File: config.mk
export PLATFORM = sky130hd
export DESIGN_NAME = rv_core
export DESIGN_NICKNAME = d
export VERILOG_FILES = /design/src/rv_core_pkg.sv /design/src/fetch_stage.sv /design/src/decode_stage.sv /design/src/forward_unit.sv /design/src/execute_stage.sv /design/src/retire_stage.sv /design/src/rv_core.sv
export VERILOG_INCLUDE_DIRS = /design/src
export SDC_FILE = /design/constraint.sdc
export NUM_CORES = 2
export LEC_CHECK = 0
export BUFFER_PORTS_ARGS = -buffer_cell sky130_fd_sc_hd__buf_2
export CORE_MARGIN = 2
export CORE_UTILIZATION = 65
export DETAILED_ROUTE_END_ITERATION = 8
export GPL_TIMING_DRIVEN = 0
export PLACE_DENSITY = 0.9
export SETUP_SLACK_MARGIN = 0.1
export SLEW_MARGIN = 30
export SYNTH_ARGS = -nofsm -noshare
export SYNTH_HDL_FRONTEND = slang
export SYNTH_SLANG_ARGS = --single-unit
export TNS_END_PERCENT = 30
File: constraint.sdc
create_clock -name clk -period 9.83 [get_ports clk]
set_input_delay 0.983 -clock clk [delete_from_list [all_inputs] [get_ports clk]]
set_output_delay 0.983 -clock clk [all_outputs]
set_load 0.05 [all_outputs]
File: src/rv_core_config.svh
`ifndef RV_CORE_CONFIG_SVH
`define RV_CORE_CONFIG_SVH

// Data and address width
`define XLEN 32

// Architectural registers, 5-bit indices
`define REG_COUNT 32

`define RESET_PC 32'h0000_0000

// ADDI x0, x0, 0
`define NOP_INSTR 32'h0000_0013

`endif

File: src/rv_core_pkg.sv
`include "rv_core_config.svh"

package rv_core_pkg;

    // Major opcodes kept by the core
    typedef enum logic [6:0] {
        OP     = 7'b0110011,
        OP_IMM = 7'b0010011,
        LUI    = 7'b0110111,
        BRANCH = 7'b1100011,
        JAL    = 7'b1101111
    } opcode_e;

    typedef enum logic [3:0] {
        ADD,
        SUB,
        AND,
        OR,
        XOR,
        SLT,
        SLTU,
        SLL,
        SRL,
        SRA,
        PASS_B
    } alu_op_e;

    typedef enum logic {
        WB_ALU,
        WB_LINK
    } wb_sel_e;

    typedef struct packed {
        logic [`XLEN-1:0] pc;
        logic [31:0]      instr;
    } if_id_t;

    typedef struct packed {
        logic [`XLEN-1:0] pc;
        logic [`XLEN-1:0] rs1_data;
        logic [`XLEN-1:0] rs2_data;
        logic [`XLEN-1:0] imm;
        logic [4:0]       rs1;
        logic [4:0]       rs2;
        logic [4:0]       rd;
        opcode_e          opcode;
        logic [2:0]       funct3;
        logic             funct7_5;
        logic             reg_write;
        logic             imm_b;
        logic             pc_a;
        logic             branch;
        logic             jump;
        wb_sel_e          wb_sel;
    } id_ex_t;

    typedef struct packed {
        logic [`XLEN-1:0] result;
        logic [`XLEN-1:0] link;
        logic [4:0]       rd;
        logic             reg_write;
        wb_sel_e          wb_sel;
    } ex_mem_t;

    // Same layout one stage later
    typedef ex_mem_t mem_wb_t;

    typedef struct packed {
        logic             en;
        logic [4:0]       rd;
        logic [`XLEN-1:0] data;
    } rf_write_t;

endpackage

File: src/fetch_stage.sv
`timescale 1ns/10ps
`include "rv_core_config.svh"

module fetch_stage import rv_core_pkg::*; (
    input  logic             clk,
    input  logic             arst_n,
    input  logic             clk_enable,
    input  logic             redirect,
    input  logic [`XLEN-1:0] redirect_target,
    input  logic [31:0]      instr,
    output logic [`XLEN-1:0] pc,
    output if_id_t           if_id
);

    logic [`XLEN-1:0] next_pc;

    assign next_pc = redirect ? redirect_target : pc + `XLEN'(4);

    always_ff @(posedge clk or negedge arst_n) begin
        if (!arst_n) begin
            pc <= `RESET_PC;
        end else if (clk_enable) begin
            pc <= next_pc;
        end
    end

    // Instruction behind a taken redirect is dropped
    always_ff @(posedge clk or negedge arst_n) begin
        if (!arst_n) begin
            if_id.pc    <= `RESET_PC;
            if_id.instr <= `NOP_INSTR;
        end else if (clk_enable) begin
            if_id.pc    <= pc;
            if_id.instr <= redirect ? `NOP_INSTR : instr;
        end
    end

endmodule

File: src/decode_stage.sv
`timescale 1ns/10ps
`include "rv_core_config.svh"

module decode_stage import rv_core_pkg::*; (
    input  logic             clk,
    input  logic             arst_n,
    input  logic             clk_enable,
    input  if_id_t           if_id,
    input  logic             flush,
    input  rf_write_t        rf_write,
    input  logic [4:0]       debug_reg_addr,
    output logic [`XLEN-1:0] debug_reg_data,
    output id_ex_t           id_ex
);

    logic [31:0]      instr;
    logic [4:0]       rs1;
    logic [4:0]       rs2;
    logic [4:0]       rd;
    logic [`XLEN-1:0] i_imm;
    logic [`XLEN-1:0] u_imm;
    logic [`XLEN-1:0] b_imm;
    logic [`XLEN-1:0] j_imm;
    logic [`XLEN-1:0] rs1_data;
    logic [`XLEN-1:0] rs2_data;
    logic [`XLEN-1:0] regs [`REG_COUNT];
    id_ex_t           id_ex_next;

    // x0 reads zero, a write in WB shows through in the same cycle
    function automatic logic [`XLEN-1:0] rf_read(
        input logic [4:0]       addr,
        input logic [`XLEN-1:0] stored,
        input rf_write_t        wr
    );
        if (addr == 5'd0) begin
            return '0;
        end else if (wr.en && wr.rd == addr) begin
            return wr.data;
        end
        return stored;
    endfunction

    assign instr = if_id.instr;
    assign rs1   = instr[19:15];
    assign rs2   = instr[24:20];
    assign rd    = instr[11:7];

    assign i_imm = {{20{instr[31]}}, instr[31:20]};
    assign u_imm = {instr[31:12], 12'b0};
    assign b_imm = {{19{instr[31]}}, instr[31], instr[7], instr[30:25], instr[11:8], 1'b0};
    assign j_imm = {{11{instr[31]}}, instr[31], instr[19:12], instr[20], instr[30:21], 1'b0};

    assign rs1_data       = rf_read(rs1, regs[rs1], rf_write);
    assign rs2_data       = rf_read(rs2, regs[rs2], rf_write);
    assign debug_reg_data = rf_read(debug_reg_addr, regs[debug_reg_addr], rf_write);

    always_comb begin
        id_ex_next          = '0;
        id_ex_next.pc       = if_id.pc;
        id_ex_next.rs1_data = rs1_data;
        id_ex_next.rs2_data = rs2_data;
        id_ex_next.rs1      = rs1;
        id_ex_next.rs2      = rs2;
        id_ex_next.rd       = rd;
        id_ex_next.opcode   = opcode_e'(instr[6:0]);
        id_ex_next.funct3   = instr[14:12];
        id_ex_next.funct7_5 = instr[30];
        case (instr[6:0])
            OP: begin
                id_ex_next.reg_write = 1'b1;
            end
            OP_IMM: begin
                id_ex_next.reg_write = 1'b1;
                id_ex_next.imm_b     = 1'b1;
                id_ex_next.imm       = i_imm;
            end
            LUI: begin
                id_ex_next.reg_write = 1'b1;
                id_ex_next.imm_b     = 1'b1;
                id_ex_next.imm       = u_imm;
            end
            BRANCH: begin
                id_ex_next.branch = 1'b1;
                id_ex_next.imm    = b_imm;
            end
            JAL: begin
                id_ex_next.reg_write = 1'b1;
                id_ex_next.jump      = 1'b1;
                id_ex_next.pc_a      = 1'b1;
                id_ex_next.imm_b     = 1'b1;
                id_ex_next.wb_sel    = WB_LINK;
                id_ex_next.imm       = j_imm;
            end
            // Unsupported opcode turns into a bubble
            default: begin
                id_ex_next = '0;
            end
        endcase
    end

    always_ff @(posedge clk or negedge arst_n) begin
        if (!arst_n) begin
            for (int i = 0; i < `REG_COUNT; i++) begin
                regs[i] <= '0;
            end
        end else if (clk_enable && rf_write.en && rf_write.rd != 5'd0) begin
            regs[rf_write.rd] <= rf_write.data;
        end
    end

    always_ff @(posedge clk or negedge arst_n) begin
        if (!arst_n) begin
            id_ex <= '0;
        end else if (clk_enable) begin
            id_ex <= flush ? id_ex_t'('0) : id_ex_next;
        end
    end

endmodule

File: src/forward_unit.sv
`timescale 1ns/10ps
`include "rv_core_config.svh"

module forward_unit import rv_core_pkg::*; (
    input  id_ex_t     id_ex,
    input  ex_mem_t    ex_mem,
    input  mem_wb_t    mem_wb,
    output logic [1:0] fwd_a,
    output logic [1:0] fwd_b
);

    // 2'b10 takes MEM, 2'b01 takes WB, 2'b00 keeps the register file value
    function automatic logic [1:0] pick_source(
        input logic [4:0] rs,
        input ex_mem_t    mem_stage,
        input mem_wb_t    wb_stage
    );
        if (rs == 5'd0) begin
            return 2'b00;
        end else if (mem_stage.reg_write && mem_stage.rd == rs) begin
            // Youngest producer wins
            return 2'b10;
        end else if (wb_stage.reg_write && wb_stage.rd == rs) begin
            return 2'b01;
        end
        return 2'b00;
    endfunction

    assign fwd_a = pick_source(id_ex.rs1, ex_mem, mem_wb);
    assign fwd_b = pick_source(id_ex.rs2, ex_mem, mem_wb);

endmodule

File: src/execute_stage.sv
`timescale 1ns/10ps
`include "rv_core_config.svh"

module execute_stage import rv_core_pkg::*; (
    input  id_ex_t           id_ex,
    input  logic [1:0]       fwd_a,
    input  logic [1:0]       fwd_b,
    input  logic [`XLEN-1:0] mem_value,
    input  logic [`XLEN-1:0] wb_value,
    output ex_mem_t          ex_out,
    output logic             redirect,
    output logic [`XLEN-1:0] redirect_target
);

    alu_op_e          alu_op;
    logic [`XLEN-1:0] rs1_val;
    logic [`XLEN-1:0] rs2_val;
    logic [`XLEN-1:0] src_a;
    logic [`XLEN-1:0] src_b;
    logic [4:0]       shamt;
    logic [`XLEN-1:0] alu_result;
    logic             branch_taken;

    function automatic logic [`XLEN-1:0] fwd_mux(
        input logic [1:0]       sel,
        input logic [`XLEN-1:0] rf_val,
        input logic [`XLEN-1:0] mem_val,
        input logic [`XLEN-1:0] wb_val
    );
        case (sel)
            2'b10:   return mem_val;
            2'b01:   return wb_val;
            default: return rf_val;
        endcase
    endfunction

    always_comb begin
        alu_op = ADD;
        case (id_ex.opcode)
            OP, OP_IMM: begin
                case (id_ex.funct3)
                    // SUB only exists in the register form
                    3'b000:  alu_op = (id_ex.opcode == OP && id_ex.funct7_5) ? SUB : ADD;
                    3'b001:  alu_op = SLL;
                    3'b010:  alu_op = SLT;
                    3'b011:  alu_op = SLTU;
                    3'b100:  alu_op = XOR;
                    3'b101:  alu_op = id_ex.funct7_5 ? SRA : SRL;
                    3'b110:  alu_op = OR;
                    default: alu_op = AND;
                endcase
            end
            LUI:     alu_op = PASS_B;
            BRANCH:  alu_op = SUB;
            default: alu_op = ADD;
        endcase
    end

    assign rs1_val = fwd_mux(fwd_a, id_ex.rs1_data, mem_value, wb_value);
    assign rs2_val = fwd_mux(fwd_b, id_ex.rs2_data, mem_value, wb_value);
    assign src_a   = id_ex.pc_a ? id_ex.pc : rs1_val;
    assign src_b   = id_ex.imm_b ? id_ex.imm : rs2_val;
    assign shamt   = src_b[4:0];

    always_comb begin
        case (alu_op)
            ADD:     alu_result = src_a + src_b;
            SUB:     alu_result = src_a - src_b;
            AND:     alu_result = src_a & src_b;
            OR:      alu_result = src_a | src_b;
            XOR:     alu_result = src_a ^ src_b;
            SLT:     alu_result = {{(`XLEN-1){1'b0}}, $signed(src_a) < $signed(src_b)};
            SLTU:    alu_result = {{(`XLEN-1){1'b0}}, src_a < src_b};
            SLL:     alu_result = src_a << shamt;
            SRL:     alu_result = src_a >> shamt;
            SRA:     alu_result = $unsigned($signed(src_a) >>> shamt);
            default: alu_result = src_b;
        endcase
    end

    // BEQ when funct3[0] is clear, BNE when set
    assign branch_taken = id_ex.branch &&
                          (id_ex.funct3[0] ? (alu_result != '0) : (alu_result == '0));

    assign redirect        = id_ex.jump || branch_taken;
    assign redirect_target = id_ex.pc + id_ex.imm;

    assign ex_out.result    = alu_result;
    assign ex_out.link      = id_ex.pc + `XLEN'(4);
    assign ex_out.rd        = id_ex.rd;
    assign ex_out.reg_write = id_ex.reg_write;
    assign ex_out.wb_sel    = id_ex.wb_sel;

endmodule

File: src/retire_stage.sv
`timescale 1ns/10ps
`include "rv_core_config.svh"

module retire_stage import rv_core_pkg::*; (
    input  logic             clk,
    input  logic             arst_n,
    input  logic             clk_enable,
    input  ex_mem_t          ex_in,
    output ex_mem_t          ex_mem,
    output mem_wb_t          mem_wb,
    output logic [`XLEN-1:0] mem_value,
    output rf_write_t        rf_write
);

    function automatic logic [`XLEN-1:0] wb_data(input ex_mem_t stage);
        return (stage.wb_sel == WB_LINK) ? stage.link : stage.result;
    endfunction

    // No data memory, so MEM only passes the result on
    always_ff @(posedge clk or negedge arst_n) begin
        if (!arst_n) begin
            ex_mem <= '0;
            mem_wb <= '0;
        end else if (clk_enable) begin
            ex_mem <= ex_in;
            mem_wb <= ex_mem;
        end
    end

    assign mem_value = wb_data(ex_mem);

    assign rf_write.en   = mem_wb.reg_write;
    assign rf_write.rd   = mem_wb.rd;
    assign rf_write.data = wb_data(mem_wb);

endmodule

File: src/rv_core.sv
`timescale 1ns/10ps
`include "rv_core_config.svh"

module rv_core import rv_core_pkg::*; (
    input  logic             clk,
    input  logic             arst_n,
    input  logic             clk_enable,
    input  logic [31:0]      instr,
    output logic [`XLEN-1:0] debug_pc,
    input  logic [4:0]       debug_reg_addr,
    output logic [`XLEN-1:0] debug_reg_data
);

    if_id_t           if_id;
    id_ex_t           id_ex;
    ex_mem_t          ex_out;
    ex_mem_t          ex_mem;
    mem_wb_t          mem_wb;
    rf_write_t        rf_write;
    logic [1:0]       fwd_a;
    logic [1:0]       fwd_b;
    logic [`XLEN-1:0] mem_value;
    logic             redirect;
    logic [`XLEN-1:0] redirect_target;

    fetch_stage fetch_stage_inst (
        .clk             (clk),
        .arst_n          (arst_n),
        .clk_enable      (clk_enable),
        .redirect        (redirect),
        .redirect_target (redirect_target),
        .instr           (instr),
        .pc              (debug_pc),
        .if_id           (if_id)
    );

    // A taken redirect also squashes the instruction in ID
    decode_stage decode_stage_inst (
        .clk            (clk),
        .arst_n         (arst_n),
        .clk_enable     (clk_enable),
        .if_id          (if_id),
        .flush          (redirect),
        .rf_write       (rf_write),
        .debug_reg_addr (debug_reg_addr),
        .debug_reg_data (debug_reg_data),
        .id_ex          (id_ex)
    );

    forward_unit forward_unit_inst (
        .id_ex  (id_ex),
        .ex_mem (ex_mem),
        .mem_wb (mem_wb),
        .fwd_a  (fwd_a),
        .fwd_b  (fwd_b)
    );

    execute_stage execute_stage_inst (
        .id_ex           (id_ex),
        .fwd_a           (fwd_a),
        .fwd_b           (fwd_b),
        .mem_value       (mem_value),
        .wb_value        (rf_write.data),
        .ex_out          (ex_out),
        .redirect        (redirect),
        .redirect_target (redirect_target)
    );

    retire_stage retire_stage_inst (
        .clk        (clk),
        .arst_n     (arst_n),
        .clk_enable (clk_enable),
        .ex_in      (ex_out),
        .ex_mem     (ex_mem),
        .mem_wb     (mem_wb),
        .mem_value  (mem_value),
        .rf_write   (rf_write)
    );

endmodule

==> results of run 1 <==
## through the flow
| stage | hold WS (ns) | utilization | std cells | TNS, ns |
|---|---|---|---|---|
| 4_1_cts | 0.3818 | 0.7263 | 10680 | 0 |
| 3_5_place_dp | 0.4748 | 0.6863 | 10400 | -720.26 |
| 3_3_place_gp | 0.4590 | 0.6739 | 10350 | - |
| 2_1_floorplan | 0.4493 | - | 8370 | 0 |
## metal layers
layer,overflow,track usage
met1,0,0.7477
met2,2,0.8920
met3,0,0.5451
met4,10,0.6971
met5,0,0.2460
## cell families after synthesis
logic type	count (synthesis)	share of synthesized area
compound gates	2336	0.1600
buf+inv	1026	0.04384
simple gates	1987	0.09254
fa+ha+maj	134	0.01868
xor+xnor	109	0.01050
mux	1358	0.2838
flops	1420	0.3907
## what timing repair did
item | 4_1_cts
pin swaps | 4
hold endpoints to repair | 17
gates resized for setup | 76
endpoints found under the setup margin | 232
hold buffers | 1
setup buffers | 7
==> impl_metrics.sql, run 1 <==
INSERT INTO impl_metrics (metric_group, metric, value, unit) VALUES
('status', 'status', 'aborted with a tool error', ''),
('status', 'failed_stage', 'global routing (5_1_grt)', ''),
('status', 'run.stop_error', '[ERROR GRT-0232] Routing congestion too high. Check the congestion heatmap in the GUI.', ''),
('yosys', 'asyncSetResetFlopFracSynth', '1.000', ''),
('yosys', 'synth.yosys.seq_area_share', '0.3907', ''),
('global_routing', 'grt_util_all_layers', '0.7230', ''),
('clocking', 'clock_sink_count', '1420', ''),
('yosys', 'synthesis.instances', '8370', ''),
('yosys', 'synth.area.top_cells', 'dfrtp_1 39%, mux4_2 24%, a21oi_1 4.6%', ''),
('yosys', 'synth_flop_cell', 'dfrtp_1', ''),
('floorplan', 'overall_die_width', '378.1', 'µm'),
('place', 'placement.setup.worst_slack', '-3.456', 'ns'),
('place', 'place_hpwl', '341900', 'µm'),
('clocking', 'cts_htree_levels', '4', ''),
('floorplan', 'ioPinCount', '104', ''),
('yosys', 'ys_top_cells_by_count', '1417 x dfrtp_1, 961 x mux4_2, 846 x nor2_1, 837 x a21oi_1, 714 x nand2_1', ''),
('yosys', 'synth-seq-cells', '1420', ''),
('place', 'detailed_place.area', '95520', 'µm²'),
('global_routing', 'grt_residual_overflow', '12', ''),
('yosys', 'synth-warning-count', '0', ''),
('yosys', 'synth.cell_area', '90960', 'µm²'),
('place', 'finalWeightedCongestion', '1.137', ''),
('yosys', 'synth_cell_type_count', '98', ''),
('place', 'buffer_ports.inserted', '99', ''),
('yosys', 'synth.net_count', '8544', ''),
('yosys', 'post-synth-top-area-cell', 'dfrtp_1', ''),
('yosys', 'synth_area_per_cell', '10.87', 'µm²'),
('clocking', 'cts_made_buffers', '151', ''),
('floorplan', 'effective_utilization_at_floorplan', '0.6535', ''),
('floorplan', 'fp.dieH', '378.1', 'µm'),
('clocking', 'clk_root_buffer_cell', 'clkbuf_16', ''),
('floorplan', 'placement_rows', '137', ''),
('yosys', 'synth-edff-count', '0', ''),
('clocking', 'cts-root-to-sink-buffers', '3', ''),
('yosys', 'yosysMostFrequentCell', 'dfrtp_1', ''),
('global_routing', 'grt_start_max_net_pins', '131', ''),
('yosys', 'synthDominantCellAreaShare', '0.3898', '');
==> run 2, diff against run 1 <==
--- a/config.mk
+++ b/config.mk
@@ -8,11 +8,10 @@
 export LEC_CHECK = 0
 export BUFFER_PORTS_ARGS = -buffer_cell sky130_fd_sc_hd__buf_2
 export CORE_MARGIN = 2
-export CORE_UTILIZATION = 65
+export CORE_UTILIZATION = 40
 export DETAILED_ROUTE_END_ITERATION = 8
 export GPL_TIMING_DRIVEN = 0
-export PLACE_DENSITY = 0.9
-export SETUP_SLACK_MARGIN = 0.1
+export PLACE_DENSITY_LB_ADDON = 0.15
 export SLEW_MARGIN = 30
 export SYNTH_ARGS = -nofsm -noshare
 export SYNTH_HDL_FRONTEND = slang
==> impl_metrics.sql, run 2 <==
INSERT INTO impl_metrics (metric_group, metric, value, unit) VALUES
('routing', 'totalWireLength', '474000', 'µm'),
('timing', 'setup-violations-final', '21', ''),
('yosys', 'synth.cell_area', '90960', 'µm²'),
('floorplan', 'ioPinCount', '104', ''),
('global_routing', 'grt_antenna_before_repair', '24', ''),
('pwr', 'vdd_drop_max', '0.1899', 'mV'),
('layout', 'fraction_of_layout_instances_using_a_drive_strength_above_1', '0.2264', ''),
('timing', 'finalWorstSetupSlack', '-0.08012', 'ns'),
('yosys', 'synth-edff-count', '0', ''),
('floorplan', 'effective_utilization_at_floorplan', '0.4014', ''),
('routing', 'vias_cell', '6.881', ''),
('layout', 'area_delta_synth_final', '14.26', '%'),
('critical_path', 'crit_type', 'flop to flop', ''),
('clocking', 'postCtsHoldBufs', '0', ''),
('critical_path', 'worst_setup_path_start_kind', 'flop', ''),
('yosys', 'ys_top_cells_by_count', '1417 x dfrtp_1, 961 x mux4_2, 846 x nor2_1, 837 x a21oi_1, 714 x nand2_1', ''),
('floorplan', 'placement_rows', '175', ''),
('yosys', 'synth_flop_cell', 'dfrtp_1', ''),
('layout', 'final_common_cell', 'dfrtp_1', ''),
('critical_path', 'worst_setup_path_end_kind', 'flop', ''),
('timing', 'timing.final.hold_violations', '0', ''),
('layout', 'nFillCells', '21120', ''),
('layout', 'ff_latch_area', '35540', 'µm²'),
('clocking', 'clk_root_buffer_cell', 'clkbuf_16', ''),
('yosys', 'asyncSetResetFlopFracSynth', '1.000', ''),
('clocking', 'cts.reportedPaths.clkPinSlew', '0.06', 'ns'),
('layout', 'num-nets-final', '8896', ''),
('yosys', 'synth.yosys.seq_area_share', '0.3907', ''),
('pwr', 'finalPower', '17.29', 'mW'),
('yosys', 'synth.net_count', '8544', ''),
('timing', 'maxSlewHeadroom', '0.1800', ''),
('critical_path', 'worstPathRequired', '10.57', 'ns'),
('status', 'status', 'complete, but fails checks', ''),
('clocking', 'clock_sink_count', '1420', ''),
('yosys', 'post-synth-top-area-cell', 'dfrtp_1', ''),
('clocking', 'cts_made_buffers', '164', ''),
('floorplan', 'overall_die_width', '480.9', 'µm'),
('clocking', 'cts_tree', 'yes', ''),
('layout', 'mostFrequentLayoutCells', '1415 x dfrtp_1, 961 x mux4_2, 834 x a21oi_1', ''),
('critical_path', 'critical_path.top_delay_family', 'simple AND/OR/NAND/NOR gates', ''),
('global_routing', 'grt_first_pass_wirelength', '646100', 'µm'),
('worst_hold_path', 'worst_hold_path_type', 'input pin to asynchronous set/reset pin', ''),
('critical_path', 'combined_buffer_and_inverter_count_along_the_critical_path', '7', ''),
('job', 'max_cap_viols', '0', ''),
('yosys', 'synth_cell_type_count', '98', ''),
('place', 'place_hpwl', '376300', 'µm'),
('layout', 'multi_input_comb_area', '52380', 'µm²'),
('timing', 'finalClockSkew', '0.1006', 'ns'),
('yosys', 'synthDominantCellAreaShare', '0.3898', ''),
('routing', 'drtIter0Drc', '11720', ''),
('layout', 'post-route-cell-area', '103900', 'µm²'),
('yosys', 'synth_area_per_cell', '10.87', 'µm²'),
('yosys', 'yosysMostFrequentCell', 'dfrtp_1', ''),
('global_routing', 'grt_residual_overflow', '0', ''),
('routing', 'antenna_left', '0', ''),
('routing', 'drt-pass1-iter-count', '6', ''),
('critical_path', 'critPathArrivalTime', '10.65', 'ns'),
('timing', 'final.hold.worst_slack', '0.02632', 'ns'),
('timing', 'min_period', '9.910', 'ns'),
('yosys', 'synthesis.instances', '8370', ''),
('yosys', 'synth.area.top_cells', 'dfrtp_1 39%, mux4_2 24%, a21oi_1 4.6%', ''),
('critical_path', 'critical_path.slowest_cell', 'o21a_1', ''),
('timing', 'timing_max_transition_violations_final', '0', ''),
('floorplan', 'design.core.area', '226600', 'µm²'),
('clocking', 'clk-insertion-delay-late', '0.89', 'ns'),
('floorplan', 'area_of_the_die', '231200', 'µm²'),
('status', 'violations', 'setup timing', ''),
('layout', 'largestRegisters', 'decode_stage_inst.regs x1024, decode_stage_inst.id_ex x158', ''),
('critical_path', 'cpPeakStageDelay', '0.71', 'ns'),
('place', 'buffer_ports.inserted', '99', ''),
('yosys', 'synth-warning-count', '0', ''),
('global_routing', 'grt_util_all_layers', '0.4036', ''),
('routing', 'total_via_count_after_detailed_routing', '81690', ''),
('layout', 'utilization', '0.4586', ''),
('global_routing', 'grt_start_max_net_pins', '116', ''),
('place', 'finalWeightedCongestion', '1.052', ''),
('pwr', 'powerDensity', '166.4', 'nW/µm²'),
('layout', 'largest_register_ffs', '1024', ''),
('global_routing', 'first_global_vias', '78500', ''),
('clocking', 'cts_htree_levels', '4', ''),
('layout', 'largest-register', 'decode_stage_inst.regs', ''),
('critical_path', 'crit_path_frequent_cell', 'buf_4', ''),
('floorplan', 'fp.dieH', '480.9', 'µm'),
('pwr', 'static-leakage-power', '42.48', 'nW'),
('place', 'detailed_place.area', '97760', 'µm²'),
('timing', 'timing.final.crit_share', '1.008', ''),
('yosys', 'synth-seq-cells', '1420', ''),
('timing', 'max_freq', '100.9', 'MHz'),
('timing', 'worst_pin_slew', '1.196', 'ns'),
('critical_path', 'cp_max_fo', '10', ''),
('routing', 'detail_route.wl_per_cell', '39.92', 'µm'),
('routing', 'drc', '0', ''),
('clocking', 'cts-root-to-sink-buffers', '3', '');
-- run 2: cell counts after synthesis --
No cell type changed its count.
-- run 2: cells by family after synthesis --
kind of cell	count (synthesis)	synth area share
xor+xnor	109	0.01050
mux	1358	0.2838
simple gates	1987	0.09254
fa+ha+maj	134	0.01868
compound gates	2336	0.1600
flops	1420	0.3907
buf+inv	1026	0.04384
-- run 2: worst paths after layout --
| check | start | end | slack [ns] | depth (start not counted) |
|---|---|---|---|---|
| worst max-delay path | decode_stage_inst.id_ex[28]$_DFFE_PN0P_ | fetch_stage_inst.pc[0]$_DFFE_PN0P_ | -0.08 | 31 |
| worst min-delay path | arst_n | fetch_stage_inst.pc[19]$_DFFE_PN0P_ | 0.03 | 1 |
| worst max register to register | decode_stage_inst.id_ex[28]$_DFFE_PN0P_ | fetch_stage_inst.pc[0]$_DFFE_PN0P_ | -0.08 | 31 |
| worst min register to register | decode_stage_inst.id_ex[10]$_DFFE_PN0P_ | decode_stage_inst.id_ex[10]$_DFFE_PN0P_ | 0.48 | 1 |
| max in group asynchronous | arst_n | decode_stage_inst.regs[102]$_DFFE_PN0P_ | 6.59 | 6 |
| min in group clk | instr[22] | fetch_stage_inst.if_id[22]$_DFFE_PN0P_ | 0.37 | 3 |
-- run 2: area by class of cell --
cell class	count	area share
multi-input combinational	5924	0.5040
sequential	1420	0.3420
clock buffer	230	0.04553
tap	3009	0.03623
buffer	846	0.03456
timing repair buffer	203	0.02237
clock inverter	63	0.008981
inverter	163	0.006020
antenna	15	0.0003612
-- run 2: layer usage --
metal / global-route usage / wire (µm) / vias up
met5: 0 / 83 / -
met3: 0.1047 / 48990 / 1153
li1: - / - / 32480
met4: 0.2393 / 34490 / 12
met2: 0.6126 / 210300 / 5478
met1: 0.5207 / 180100 / 42570
-- run 2: stage by stage --
step | setup WS [ns] | cells | setup TNS, ns
detailed placement | -3.163 | 11570 | -645.98
CTS | 0.01005 | 11860 | 0
floorplan | 1.902 | 8370 | 0
global placement | -24.72 | 11480 | -
global route | -0.01596 | 11860 | -0.03380
finish | -0.08012 | 11870 | -0.3734
-- run 2: what timing repair did --
item	in CTS	in global routing
resized for setup	81	32
hold endpoints to repair	0	0
pin swaps	5	3
endpoints found under the setup margin	227	222
buffers inserted	10	2
-- run 2: report_power, final --
part,internal (mW),switching [mW]
Clock,3.69,2.83
Combinational,1.24,3.09
Sequential,6.10,0.340
No activity file was read; power rests on OpenSTA's default activity.
